**config.mk**
```make
export PLATFORM = sky130hd
export DESIGN_NAME = audio_ctrl_top
export DESIGN_NICKNAME = d
export VERILOG_FILES = /design/src/source/audio_ctrl_pkg.sv /design/src/source/audio_ctrl_top.sv /design/src/source/reply_writer.sv /design/src/source/cmd_reader.sv
export SDC_FILE = /design/constraint.sdc
export NUM_CORES = 1
export LEC_CHECK = 0
export ABC_AREA = 0
export BUFFER_PORTS_ARGS = -buffer_cell sky130_fd_sc_hd__buf_2
export CAP_MARGIN = 20
export CORE_ASPECT_RATIO = 1.5
export CORE_MARGIN = 2
export CORE_UTILIZATION = 50
export CTS_BUF_LIST = sky130_fd_sc_hd__clkbuf_16
export DETAILED_ROUTE_END_ITERATION = 8
export HOLD_SLACK_MARGIN = 0.05
export MAX_ROUTING_LAYER = met4
export PLACE_DENSITY = 0.76
export SLEW_MARGIN = 10
export SYNTH_ARGS = -nofsm -noshare
export SYNTH_HDL_FRONTEND = slang
export SYNTH_HIERARCHICAL = 1
export SYNTH_SLANG_ARGS = --single-unit
```
**constraint.sdc**
```tcl
create_clock -name clk -period 2 [get_ports clk]
set_clock_uncertainty 0.1 [all_clocks]
set_input_delay 0 -clock clk [delete_from_list [all_inputs] [get_ports clk]]
set_output_delay 0 -clock clk [all_outputs]
set_load 0.01 [all_outputs]
```
**src/source/audio_ctrl_pkg.sv**
```systemverilog
// Shared definitions for the playback command controller
// Header byte layout is {cmd[1:0], len[5:0]}; a length of 0 means no payload
// Setup-output payload layout is {io_type[1:0], channels, rate[2:0], depth[1:0]}
// Error codes are one byte wide because they travel as the second reply byte

package audio_ctrl_pkg;

    // ============================================================
    // Field widths
    // ============================================================

    // Payload length field in the header byte
    localparam int LEN_W = 6;
    // Sample-rate code, bit 2 picks the 48 kHz family, bits 1:0 the multiple
    localparam int RATE_W = 3;
    // Bit-depth code
    localparam int DEPTH_W = 2;

    // ============================================================
    // Encodings
    // ============================================================

    // Command in header bits 7:6
    typedef enum logic [1:0] {
        SETUP_OUTPUT  = 2'd0,
        SETUP_INPUT   = 2'd1,
        STREAM_OUTPUT = 2'd2,
        STOP          = 2'd3
    } cmd_e;

    // Physical IO type in setup payload bits 7:6
    typedef enum logic [1:0] {
        AES3    = 2'd0,
        BNC     = 2'd1,
        TOSLINK = 2'd2,
        I2S     = 2'd3
    } io_type_e;

    // Active output, the three coax/optical types share one S/PDIF path
    typedef enum logic [1:0] {
        OUT_NONE  = 2'd0,
        OUT_SPDIF = 2'd1,
        OUT_I2S   = 2'd2
    } out_kind_e;

    // Status code sent as the second reply byte
    typedef enum logic [7:0] {
        ERR_NONE          = 8'd0,
        ERR_SETUP_PAYLOAD = 8'd1,
        ERR_STOP_PAYLOAD  = 8'd2
    } err_code_e;

    // Reply header, STOP command with a one-byte payload
    localparam logic [7:0] REPLY_HDR = 8'hC1;

endpackage
```
**src/source/audio_ctrl_top.sv**
```systemverilog
// Top level of the playback command controller, single clock domain
// Host FIFOs, the sample stream and the output config are plain ports
// No clock generation or audio transmitters live here
// in_rd_en_o is combinational, all other outputs are registered

`timescale 1ns/1ps

module audio_ctrl_top (
    input  logic                                 clk,
    input  logic                                 reset_i,
    // Host input FIFO
    input  logic                                 in_empty_i,
    input  logic [7:0]                           in_data_i,
    output logic                                 in_rd_en_o,
    // Host output FIFO
    input  logic                                 out_full_i,
    input  logic                                 out_afull_i,
    output logic                                 out_wr_en_o,
    output logic [7:0]                           out_data_o,
    // Audio sample stream
    input  logic                                 stream_full_i,
    output logic                                 stream_valid_o,
    output logic [7:0]                           stream_data_o,
    // Output configuration
    output audio_ctrl_pkg::out_kind_e            out_kind_o,
    output logic                                 channels_o,
    output logic [audio_ctrl_pkg::RATE_W-1:0]    sample_rate_o,
    output logic [audio_ctrl_pkg::DEPTH_W-1:0]   bit_depth_o,
    // Status
    output logic                                 err_led_o
);
    import audio_ctrl_pkg::*;

    // Reader to writer handshake
    logic      reply_req;
    err_code_e reply_code;
    logic      reply_done;

    // ============================================================
    // Command parser
    // ============================================================

    cmd_reader u_cmd_reader (
        .clk            (clk),
        .reset_i        (reset_i),
        .in_empty_i     (in_empty_i),
        .in_data_i      (in_data_i),
        .in_rd_en_o     (in_rd_en_o),
        .stream_full_i  (stream_full_i),
        .stream_valid_o (stream_valid_o),
        .stream_data_o  (stream_data_o),
        .out_kind_o     (out_kind_o),
        .channels_o     (channels_o),
        .sample_rate_o  (sample_rate_o),
        .bit_depth_o    (bit_depth_o),
        .reply_req_o    (reply_req),
        .reply_code_o   (reply_code),
        .reply_done_i   (reply_done),
        .err_led_o      (err_led_o)
    );

    // ============================================================
    // Status reply path
    // ============================================================

    reply_writer u_reply_writer (
        .clk          (clk),
        .reset_i      (reset_i),
        .reply_req_i  (reply_req),
        .reply_code_i (reply_code),
        .reply_done_o (reply_done),
        .out_full_i   (out_full_i),
        .out_afull_i  (out_afull_i),
        .out_wr_en_o  (out_wr_en_o),
        .out_data_o   (out_data_o)
    );

endmodule

```
**src/source/reply_writer.sv**
```systemverilog
// Two-byte status reply writer for the host output FIFO
// A request is ignored while a reply is still in progress
// Bytes go out only after edges with both out_full_i and out_afull_i low
// reply_done_o pulses one cycle after the last write strobe

`timescale 1ns/1ps

module reply_writer (
    input  logic                      clk,
    input  logic                      reset_i,
    // Request from the reader
    input  logic                      reply_req_i,
    input  audio_ctrl_pkg::err_code_e reply_code_i,
    output logic                      reply_done_o,
    // Output FIFO
    input  logic                      out_full_i,
    input  logic                      out_afull_i,
    output logic                      out_wr_en_o,
    output logic [7:0]                out_data_o
);
    import audio_ctrl_pkg::*;

    typedef enum logic [1:0] {
        WR_IDLE,
        WR_SEND,
        WR_DONE
    } wr_state_e;

    wr_state_e  state_q;
    // Byte index into the reply buffer
    logic       idx_q;
    logic [7:0] reply_buf [0:1];
    logic       can_write;

    // Almost-full counts as full, the FIFO flag may lag by a cycle
    assign can_write = !out_full_i && !out_afull_i;

    // ============================================================
    // Reply buffer
    // ============================================================

    // Header then code, loaded once per request
    always_ff @(posedge clk) begin
        if (reply_req_i && (state_q == WR_IDLE)) begin
            reply_buf[0] <= REPLY_HDR;
            reply_buf[1] <= reply_code_i;
        end
    end

    // Data follows the buffer entry chosen on the write edge
    always_ff @(posedge clk) begin
        if ((state_q == WR_SEND) && can_write) begin
            out_data_o <= reply_buf[idx_q];
        end
    end

    // ============================================================
    // Write sequencer
    // ============================================================

    always_ff @(posedge clk or posedge reset_i) begin
        if (reset_i) begin
            state_q      <= WR_IDLE;
            idx_q        <= 1'b0;
            out_wr_en_o  <= 1'b0;
            reply_done_o <= 1'b0;
        end else begin
            out_wr_en_o  <= 1'b0;
            reply_done_o <= 1'b0;

            case (state_q)
                WR_IDLE: begin
                    if (reply_req_i) begin
                        idx_q   <= 1'b0;
                        state_q <= WR_SEND;
                    end
                end

                WR_SEND: begin
                    // Wait out back-pressure, one byte per free edge
                    if (can_write) begin
                        out_wr_en_o <= 1'b1;
                        idx_q       <= 1'b1;
                        if (idx_q) begin
                            state_q <= WR_DONE;
                        end
                    end
                end

                default: begin
                    // Last byte strobed, release the reader
                    reply_done_o <= 1'b1;
                    state_q      <= WR_IDLE;
                end
            endcase
        end
    end

endmodule

```
**src/source/cmd_reader.sv**
```systemverilog
// Command parser on the host input FIFO side
// Input FIFO must be first-word-fall-through; a byte is taken on each edge with in_rd_en_o
// in_rd_en_o is combinational from state, in_empty_i and stream_full_i
// Stream bytes are dropped while no output has been set up
// Any malformed setup or stop halts parsing until reset_i

`timescale 1ns/1ps

module cmd_reader (
    input  logic                                 clk,
    input  logic                                 reset_i,
    // Input FIFO
    input  logic                                 in_empty_i,
    input  logic [7:0]                           in_data_i,
    output logic                                 in_rd_en_o,
    // Audio sample stream
    input  logic                                 stream_full_i,
    output logic                                 stream_valid_o,
    output logic [7:0]                           stream_data_o,
    // Output configuration
    output audio_ctrl_pkg::out_kind_e            out_kind_o,
    output logic                                 channels_o,
    output logic [audio_ctrl_pkg::RATE_W-1:0]    sample_rate_o,
    output logic [audio_ctrl_pkg::DEPTH_W-1:0]   bit_depth_o,
    // Reply request to the writer
    output logic                                 reply_req_o,
    output audio_ctrl_pkg::err_code_e            reply_code_o,
    input  logic                                 reply_done_i,
    output logic                                 err_led_o
);
    import audio_ctrl_pkg::*;

    // Reader control, idle lasts one cycle after reset
    typedef enum logic [1:0] {
        ST_IDLE,
        ST_READ,
        ST_WAIT_REPLY,
        ST_HALT
    } rd_state_e;

    // Byte-level protocol position
    typedef enum logic {
        PR_HEADER,
        PR_PAYLOAD
    } proto_e;

    rd_state_e        state_q;
    proto_e           proto_q;
    cmd_e             last_cmd_q;
    logic [LEN_W-1:0] remaining_q;

    cmd_e             hdr_cmd;
    logic [LEN_W-1:0] hdr_len;
    logic             stall;
    logic             take_header;
    logic             take_payload;

    // Map the physical IO type onto the transmitter that would serve it
    function automatic out_kind_e decode_io(input io_type_e io);
        out_kind_e kind;
        case (io)
            AES3, BNC, TOSLINK: kind = OUT_SPDIF;
            default:            kind = OUT_I2S;
        endcase
        return kind;
    endfunction

    // ============================================================
    // Read enable and byte classification
    // ============================================================

    // Header fields, only meaningful when the head byte is a header
    assign hdr_cmd = cmd_e'(in_data_i[7:6]);
    assign hdr_len = in_data_i[LEN_W-1:0];

    // Back-pressure only holds off stream payload bytes
    assign stall = (proto_q == PR_PAYLOAD) && (last_cmd_q == STREAM_OUTPUT) && stream_full_i;

    assign in_rd_en_o   = (state_q == ST_READ) && !in_empty_i && !stall;
    assign take_header  = in_rd_en_o && (proto_q == PR_HEADER);
    assign take_payload = in_rd_en_o && (proto_q == PR_PAYLOAD);

    // ============================================================
    // Parser FSM
    // ============================================================

    always_ff @(posedge clk or posedge reset_i) begin
        if (reset_i) begin
            state_q        <= ST_IDLE;
            proto_q        <= PR_HEADER;
            last_cmd_q     <= SETUP_OUTPUT;
            remaining_q    <= '0;
            stream_valid_o <= 1'b0;
            out_kind_o     <= OUT_NONE;
            channels_o     <= 1'b0;
            sample_rate_o  <= '0;
            bit_depth_o    <= '0;
            reply_req_o    <= 1'b0;
            reply_code_o   <= ERR_NONE;
            err_led_o      <= 1'b0;
        end else begin
            // Single-cycle strobes
            stream_valid_o <= 1'b0;
            reply_req_o    <= 1'b0;

            case (state_q)
                ST_IDLE: begin
                    state_q <= ST_READ;
                end

                ST_READ: begin
                    if (take_header) begin
                        last_cmd_q  <= hdr_cmd;
                        remaining_q <= hdr_len;
                        case (hdr_cmd)
                            SETUP_OUTPUT: begin
                                // Exactly one config byte expected
                                if (hdr_len == LEN_W'(1)) begin
                                    proto_q <= PR_PAYLOAD;
                                end else begin
                                    reply_req_o  <= 1'b1;
                                    reply_code_o <= ERR_SETUP_PAYLOAD;
                                    err_led_o    <= 1'b1;
                                    state_q      <= ST_WAIT_REPLY;
                                end
                            end
                            STOP: begin
                                // Always answered, the code tells good from bad
                                reply_req_o <= 1'b1;
                                state_q     <= ST_WAIT_REPLY;
                                if (hdr_len == '0) begin
                                    reply_code_o <= ERR_NONE;
                                end else begin
                                    reply_code_o <= ERR_STOP_PAYLOAD;
                                    err_led_o    <= 1'b1;
                                end
                            end
                            default: begin
                                // Stream and setup-input, empty payload is a no-op
                                if (hdr_len != '0) begin
                                    proto_q <= PR_PAYLOAD;
                                end
                            end
                        endcase
                    end else if (take_payload) begin
                        remaining_q <= remaining_q - LEN_W'(1);
                        if (remaining_q == LEN_W'(1)) begin
                            proto_q <= PR_HEADER;
                        end
                        case (last_cmd_q)
                            SETUP_OUTPUT: begin
                                out_kind_o    <= decode_io(io_type_e'(in_data_i[7:6]));
                                channels_o    <= in_data_i[5];
                                sample_rate_o <= in_data_i[4:2];
                                bit_depth_o   <= in_data_i[1:0];
                            end
                            STREAM_OUTPUT: begin
                                // Without an output the byte is consumed and lost
                                if (out_kind_o != OUT_NONE) begin
                                    stream_valid_o <= 1'b1;
                                end
                            end
                            default: begin
                                // Setup-input payload is skipped
                            end
                        endcase
                    end
                end

                ST_WAIT_REPLY: begin
                    // LED set means this reply reported an error
                    if (reply_done_i) begin
                        state_q <= err_led_o ? ST_HALT : ST_READ;
                    end
                end

                default: begin
                    // Halted, only reset leaves this state
                end
            endcase
        end
    end

    // Stream byte register, qualified by stream_valid_o
    always_ff @(posedge clk) begin
        if (take_payload && (last_cmd_q == STREAM_OUTPUT)) begin
            stream_data_o <= in_data_i;
        end
    end

endmodule

```
==> impl_metrics.yaml, run 1 <==
setup_path:
  cp_num_cells: 6
  crit_fanout: 8
  r2r.worst_path.cells: 6
  crit_type: "reg -> reg"
  critPathSlowestCell: "dfrtp_1"
  worst-path-buf-inv: 1
  crit_required_ns: 2.07
  cp-end-kind: "register"
  cpPeakStageDelay_ns: 0.40
  critPathLaunchType: "register"
  startpoint: "u_cmd_reader/state_q[1]$_DFFE_PP0P_"
  cp_top_family: "simple AND/OR/NAND/NOR gates"
  reg2reg_from: "u_cmd_reader/state_q[1]$_DFFE_PP0P_"
  path_cells: "inv_2, ha_4, or3b_4, a211o_4, and3_1, a2111oi_2"
  critPathArrivalTime_ns: 2.05
drt:
  wl_per_cell_um: 14.7
  vias: 1532
  routed_via_density: 5.25
  dr.pass1.iters: 4
  drc: 0
  drtIter0Drc: 37
  drt_wl_total_mm: 4.28
  detail-route-antenna-nets: 0
run_status:
  status: "completed"
cells_and_area:
  diodes: 0
  drive_gt1_frac: 0.316
  nets: 264
  utilization: 0.642
  layout-area-overhead-vs-synth_pct: 24.2
  final_area_um2: 2890
synth:
  synth_edf_count: 24
  yosysUniqueCellTypes: 49
  syn_inst: 183
  postSynth.asyncResetShare: 0.547
  synth_ff_type: "dfrtp_1"
  synth-seq-cells: 53
  netlist_area_um2: 2330
  synth_seq_area_share: 0.621
  yosysWarnings: 6
  syn_area_per_cell_um2: 12.7
die:
  start_util: 0.517
  rows: 30
  die_h_um: 87.6
  fp.dieArea_um2: 5230
  ioPinCount: 42
  core_area_um2: 4500
  die_x_um: 59.7
placement:
  dpl_cell_area_um2: 2580
  dp_slack_ns: 0.0286
  numPortBuffers: 41
  place_hpwl_mm: 2.99
  place_congestion: 0.886
clocking:
  cts.sinks: 53
  htree_levels: 2
  clockBufferDepth: 2
  path_clk_slew_ns: 0.07
  numCtsBuffers: 5
  clk_latency_ns: 0.28
  tritoncts: "yes"
  cts_root_buf: "clkbuf_16"
job:
  drv_cap: 0
sta:
  relSlewSlack: 0.663
  fin_hold_ws_ns: 0.0574
  finalSetupViolCount: 0
  hold_viol: 0
  post-route-worst-setup-slack_ns: 0.0174
  min_period_ns: 1.98
  finalCritPeriodShare: 0.991
  tightest_slew_ns: 0.502
  slew_violations: 0
  clock.fmax_mhz: 504
global_route:
  grt_pass1_wl_mm: 6.90
  grtUsageTotal: 0.186
  grt_pass1_vias: 1503
  grt_max_degree: 25
  antenna_found_initial: 0
  grt_overflow: 0
min_path:
  hp-class: "in -> async"
power:
  leakagePower_uw: 0.00131
  powerDensity_nw_per_um2: 750
  vdd_drop_max_mv: 0.531
-- worst min-delay path: stages --
cell and delay, ns:
dlygate4sd3_1 0.53, buf_2 0.12, inv_1 0.15
-- sequential cells by signal (all words and copies together) (netlist names), 3 cells and up --
signal                      count
u_reply_writer/out_data_o       8
u_cmd_reader/remaining_q        6
u_cmd_reader/stream_data_o      8
u_reply_writer/reply_buf        8
u_cmd_reader/sample_rate_o      3
-- cells by family after synthesis --
| family | synth area share |
|---|---|
| AOI/OAI and AO/OA | 0.0999 |
| adders and majority gates | 0.0376 |
| buffers and inverters | 0.0612 |
| DFF | 0.621 |
| muxes | 0.0381 |
| other | 0.00161 |
| and+or+nand+nor | 0.141 |
-- through the flow --
stage / total power, uW / cells / TNS [ns]
floorplan: 1220 / 188 / 0
global placement: 1250 / 270 / 0
detailed placement: 1250 / 270 / 0
CTS: 2190 / 290 / 0
global route: 2240 / 292 / -0.0440
finish: 2170 / 292 / 0
-- final cells by class --
| class | count | area, um^2 |
|---|---|---|
| fillers | 348 | 1610 |
| flip-flops and latches | 53 | 1450 |
| multi-input cells | 107 | 777 |
| repair buffers | 61 | 385 |
| clock buffers | 5 | 125 |
| inverters | 15 | 60.1 |
| well taps | 48 | 60.1 |
| clock inverters | 3 | 37.5 |
-- final timing paths --
kind                                                    endpoint  slack (ns)
setup / recovery             u_cmd_reader/state_q[1]$_DFFE_PP0P_        0.02
hold / removal             u_reply_writer/state_q[0]$_DFFE_PP0P_        0.06
setup reg to reg             u_cmd_reader/state_q[1]$_DFFE_PP0P_        0.02
hold reg to reg            u_reply_writer/reply_done_o$_DFF_PP0_        0.34
max in group asynchronous    u_cmd_reader/state_q[0]$_DFFE_PP0P_        1.33
min in group clk              u_cmd_reader/reply_req_o$_DFF_PP0_        0.06
-- metal layers --
metal  vias to the layer above  part of all wire  global-route usage
li1                        756                 -                   -
met1                       724              0.37               0.194
met2                        45              0.57               0.332
met3                         7             0.038              0.0369
met4                         0             0.023              0.0727
met5                         -                 0                   -
-- report_power, final --
part / switching [uW] / internal (uW)
clock: 344 / 581
sequential: 5.34 / 1150
combinational: 50.4 / 41.9
total: 399 / 1770
-- repair_timing --
item,4_1_cts,5_1_grt
hold endpoints to repair,54,0
setup endpoints to repair,0,4
resized for setup,0,4
setup buffers,0,2
hold buffers,12,0
-- cells in the mapped netlist (6+ instances only) --
cell	number	area [um^2]
nor2_1	10	37.5
nand2_1	9	33.8
ha_1	7	87.6
edfxtp_1	24	721
dfrtp_1	29	726
buf_4	6	45.0
inv_1	14	52.6
a21oi_1	7	35.0
mux2_2	7	78.8
o21ai_0	8	40.0
-- cells in the final DEF, fill, tap and decap left out, types with 3 or more instances in the layout --
master	instances
and2_1	5
buf_4	8
dfrtp_1	28
buf_2	41
nand2b_1	4
conb_1	6
clkbuf_16	5
ha_1	6
nand3_1	3
nor3_1	5
edfxtp_1	24
nand3b_1	3
dlygate4sd3_1	12
mux2_2	7
a21oi_1	7
nand2_1	9
o21ai_0	8
inv_1	14
o41ai_1	3
nor2_1	10
Note: power is estimated with default switching activity, not from simulation.
==> inputs of run 2 (changes only) <==
--- a/config.mk
+++ b/config.mk
@@ -16,6 +16,7 @@
 export HOLD_SLACK_MARGIN = 0.05
 export MAX_ROUTING_LAYER = met4
 export PLACE_DENSITY = 0.76
+export RECOVER_POWER = 100
 export SLEW_MARGIN = 10
 export SYNTH_ARGS = -nofsm -noshare
 export SYNTH_HDL_FRONTEND = slang
==> impl_metrics.yaml, run 2 (synthesis gave the netlist of run 1 again) <==
global_route:
  grt_overflow: 0
  grt_pass1_wl_mm: 6.90
  grt_pass1_vias: 1503
  antenna_found_initial: 0
  grtUsageTotal: 0.186
  grt_max_degree: 25
clocking:
  path_clk_slew_ns: 0.06
  tritoncts: "yes"
  numCtsBuffers: 5
  cts.sinks: 53
  cts_root_buf: "clkbuf_16"
  clk_latency_ns: 0.28
  clockBufferDepth: 2
  htree_levels: 2
sta:
  post-route-worst-setup-slack_ns: 0.0185
  setup_tns_ns: 0
  finalCritPeriodShare: 0.991
  hold_viol: 0
  min_period_ns: 1.98
  slew_violations: 0
  finalSetupViolCount: 0
  relSlewSlack: 0.661
  tightest_slew_ns: 0.505
  clock.fmax_mhz: 505
drt:
  dr.pass1.iters: 4
  drtIter0Drc: 40
  drt_wl_total_mm: 4.33
  routed_via_density: 5.27
  vias: 1540
  detail-route-antenna-nets: 0
  wl_per_cell_um: 14.8
  drc: 0
job:
  drv_cap: 0
power:
  powerDensity_nw_per_um2: 761
  vdd_drop_max_mv: 0.528
  leakagePower_uw: 0.00119
cells_and_area:
  final_common_cell: "clkbuf_1"
  final_cell_mix: "clkbuf_1 (36), dfrtp_1 (28), edfxtp_1 (24)"
  drive_gt1_frac: 0.164
  diodes: 0
  nets: 264
  top_regs: "u_cmd_reader/stream_data_o: 8 flops, u_reply_writer/out_data_o: 8 flops, u_reply_writer/reply_buf: 8 flops"
  layout-area-overhead-vs-synth_pct: 22.1
die:
  start_util: 0.517
  fp.dieArea_um2: 5230
  die_x_um: 59.7
  rows: 30
  die_h_um: 87.6
  core_area_um2: 4500
  ioPinCount: 42
setup_path:
  reg2reg_from: "u_cmd_reader/state_q[1]$_DFFE_PP0P_"
  critPathLaunchType: "register"
  crit_fanout: 8
  critPathArrivalTime_ns: 2.05
  cp-end-kind: "register"
  crit_type: "reg -> reg"
  crit_required_ns: 2.07
  r2r_end: "u_cmd_reader/state_q[1]$_DFFE_PP0P_"
  r2r_slack_ns: 0.02
  r2r.worst_path.cells: 6
run_status:
  status: "completed"
placement:
  place_hpwl_mm: 2.99
  place_congestion: 0.886
  numPortBuffers: 41
  dp_slack_ns: 0.0286
min_path:
  hp-class: "in -> async"
-- run 2: worst max path at each step --
stage | from | end | depth (start not counted)
final | u_cmd_reader/state_q[1]$_DFFE_PP0P_ | u_cmd_reader/state_q[1]$_DFFE_PP0P_ | 6
after global placement | u_cmd_reader/state_q[1]$_DFFE_PP0P_ | u_cmd_reader/state_q[1]$_DFFE_PP0P_ | 6
after floorplan | u_cmd_reader/state_q[1]$_DFFE_PP0P_ | u_cmd_reader/state_q[1]$_DFFE_PP0P_ | 7
after global routing | u_cmd_reader/state_q[1]$_DFFE_PP0P_ | u_cmd_reader/state_q[1]$_DFFE_PP0P_ | 6
after detailed placement | u_cmd_reader/state_q[1]$_DFFE_PP0P_ | u_cmd_reader/state_q[1]$_DFFE_PP0P_ | 6
after CTS | u_cmd_reader/state_q[1]$_DFFE_PP0P_ | u_cmd_reader/state_q[1]$_DFFE_PP0P_ | 6
-- run 2: where the power goes --
group	leakage, uW	internal (uW)	switching, uW	total, uW
combinational	0.000512	37.2	51.2	88.4
clock	0.0000826	581	342	923
sequential	0.000591	1150	5.43	1150
total	0.00119	1760	399	2160
-- run 2: through the flow --
step                      std cells  utilization  hold WS (ns)  area (um^2)  power [uW]
final                           292        0.631        0.0426         2840        2160
after global routing            292        0.631        0.0660         2840        2240
after CTS                       290        0.637        0.0624         2870        2190
after detailed placement        270        0.574        -0.181         2580        1250
after global placement          270        0.574        -0.185         2580        1250
after floorplan                 188            -        -0.321         2360        1220
-- run 2: area by class of cell --
class	instances	area [um^2]
Sequential cell	53	1450
Clock buffer	5	125
Tap cell	48	60.1
Fill cell	365	1660
Timing Repair Buffer	61	340
Multi-Input combinational cell	107	773
Clock inverter	3	37.5
Inverter	15	60.1
-- run 2: timing repair --
item                                    4_1_cts  5_1_grt
endpoints found under the hold margin        54        0
endpoints found under the setup margin        0        4
resized for setup                             0        4
hold buffers                                 12        0
buffers inserted                              0        2
-- run 2: layer usage --
layer	global-route usage	wire length [um]	up-vias
met1	0.194	1620	731
li1	-	-	755
met3	0.0369	160	7
met2	0.332	2450	47
met4	0.0727	97	0
met5	-	0	-
-- run 2: worst max-delay path, cell delays in order (launching register included) --
cell and delay [ns]:
dfrtp_1 0.40, inv_2 0.09, ha_4 0.15, or3b_4 0.39, a211o_4 0.31, and3_1 0.20, a2111oi_2 0.23
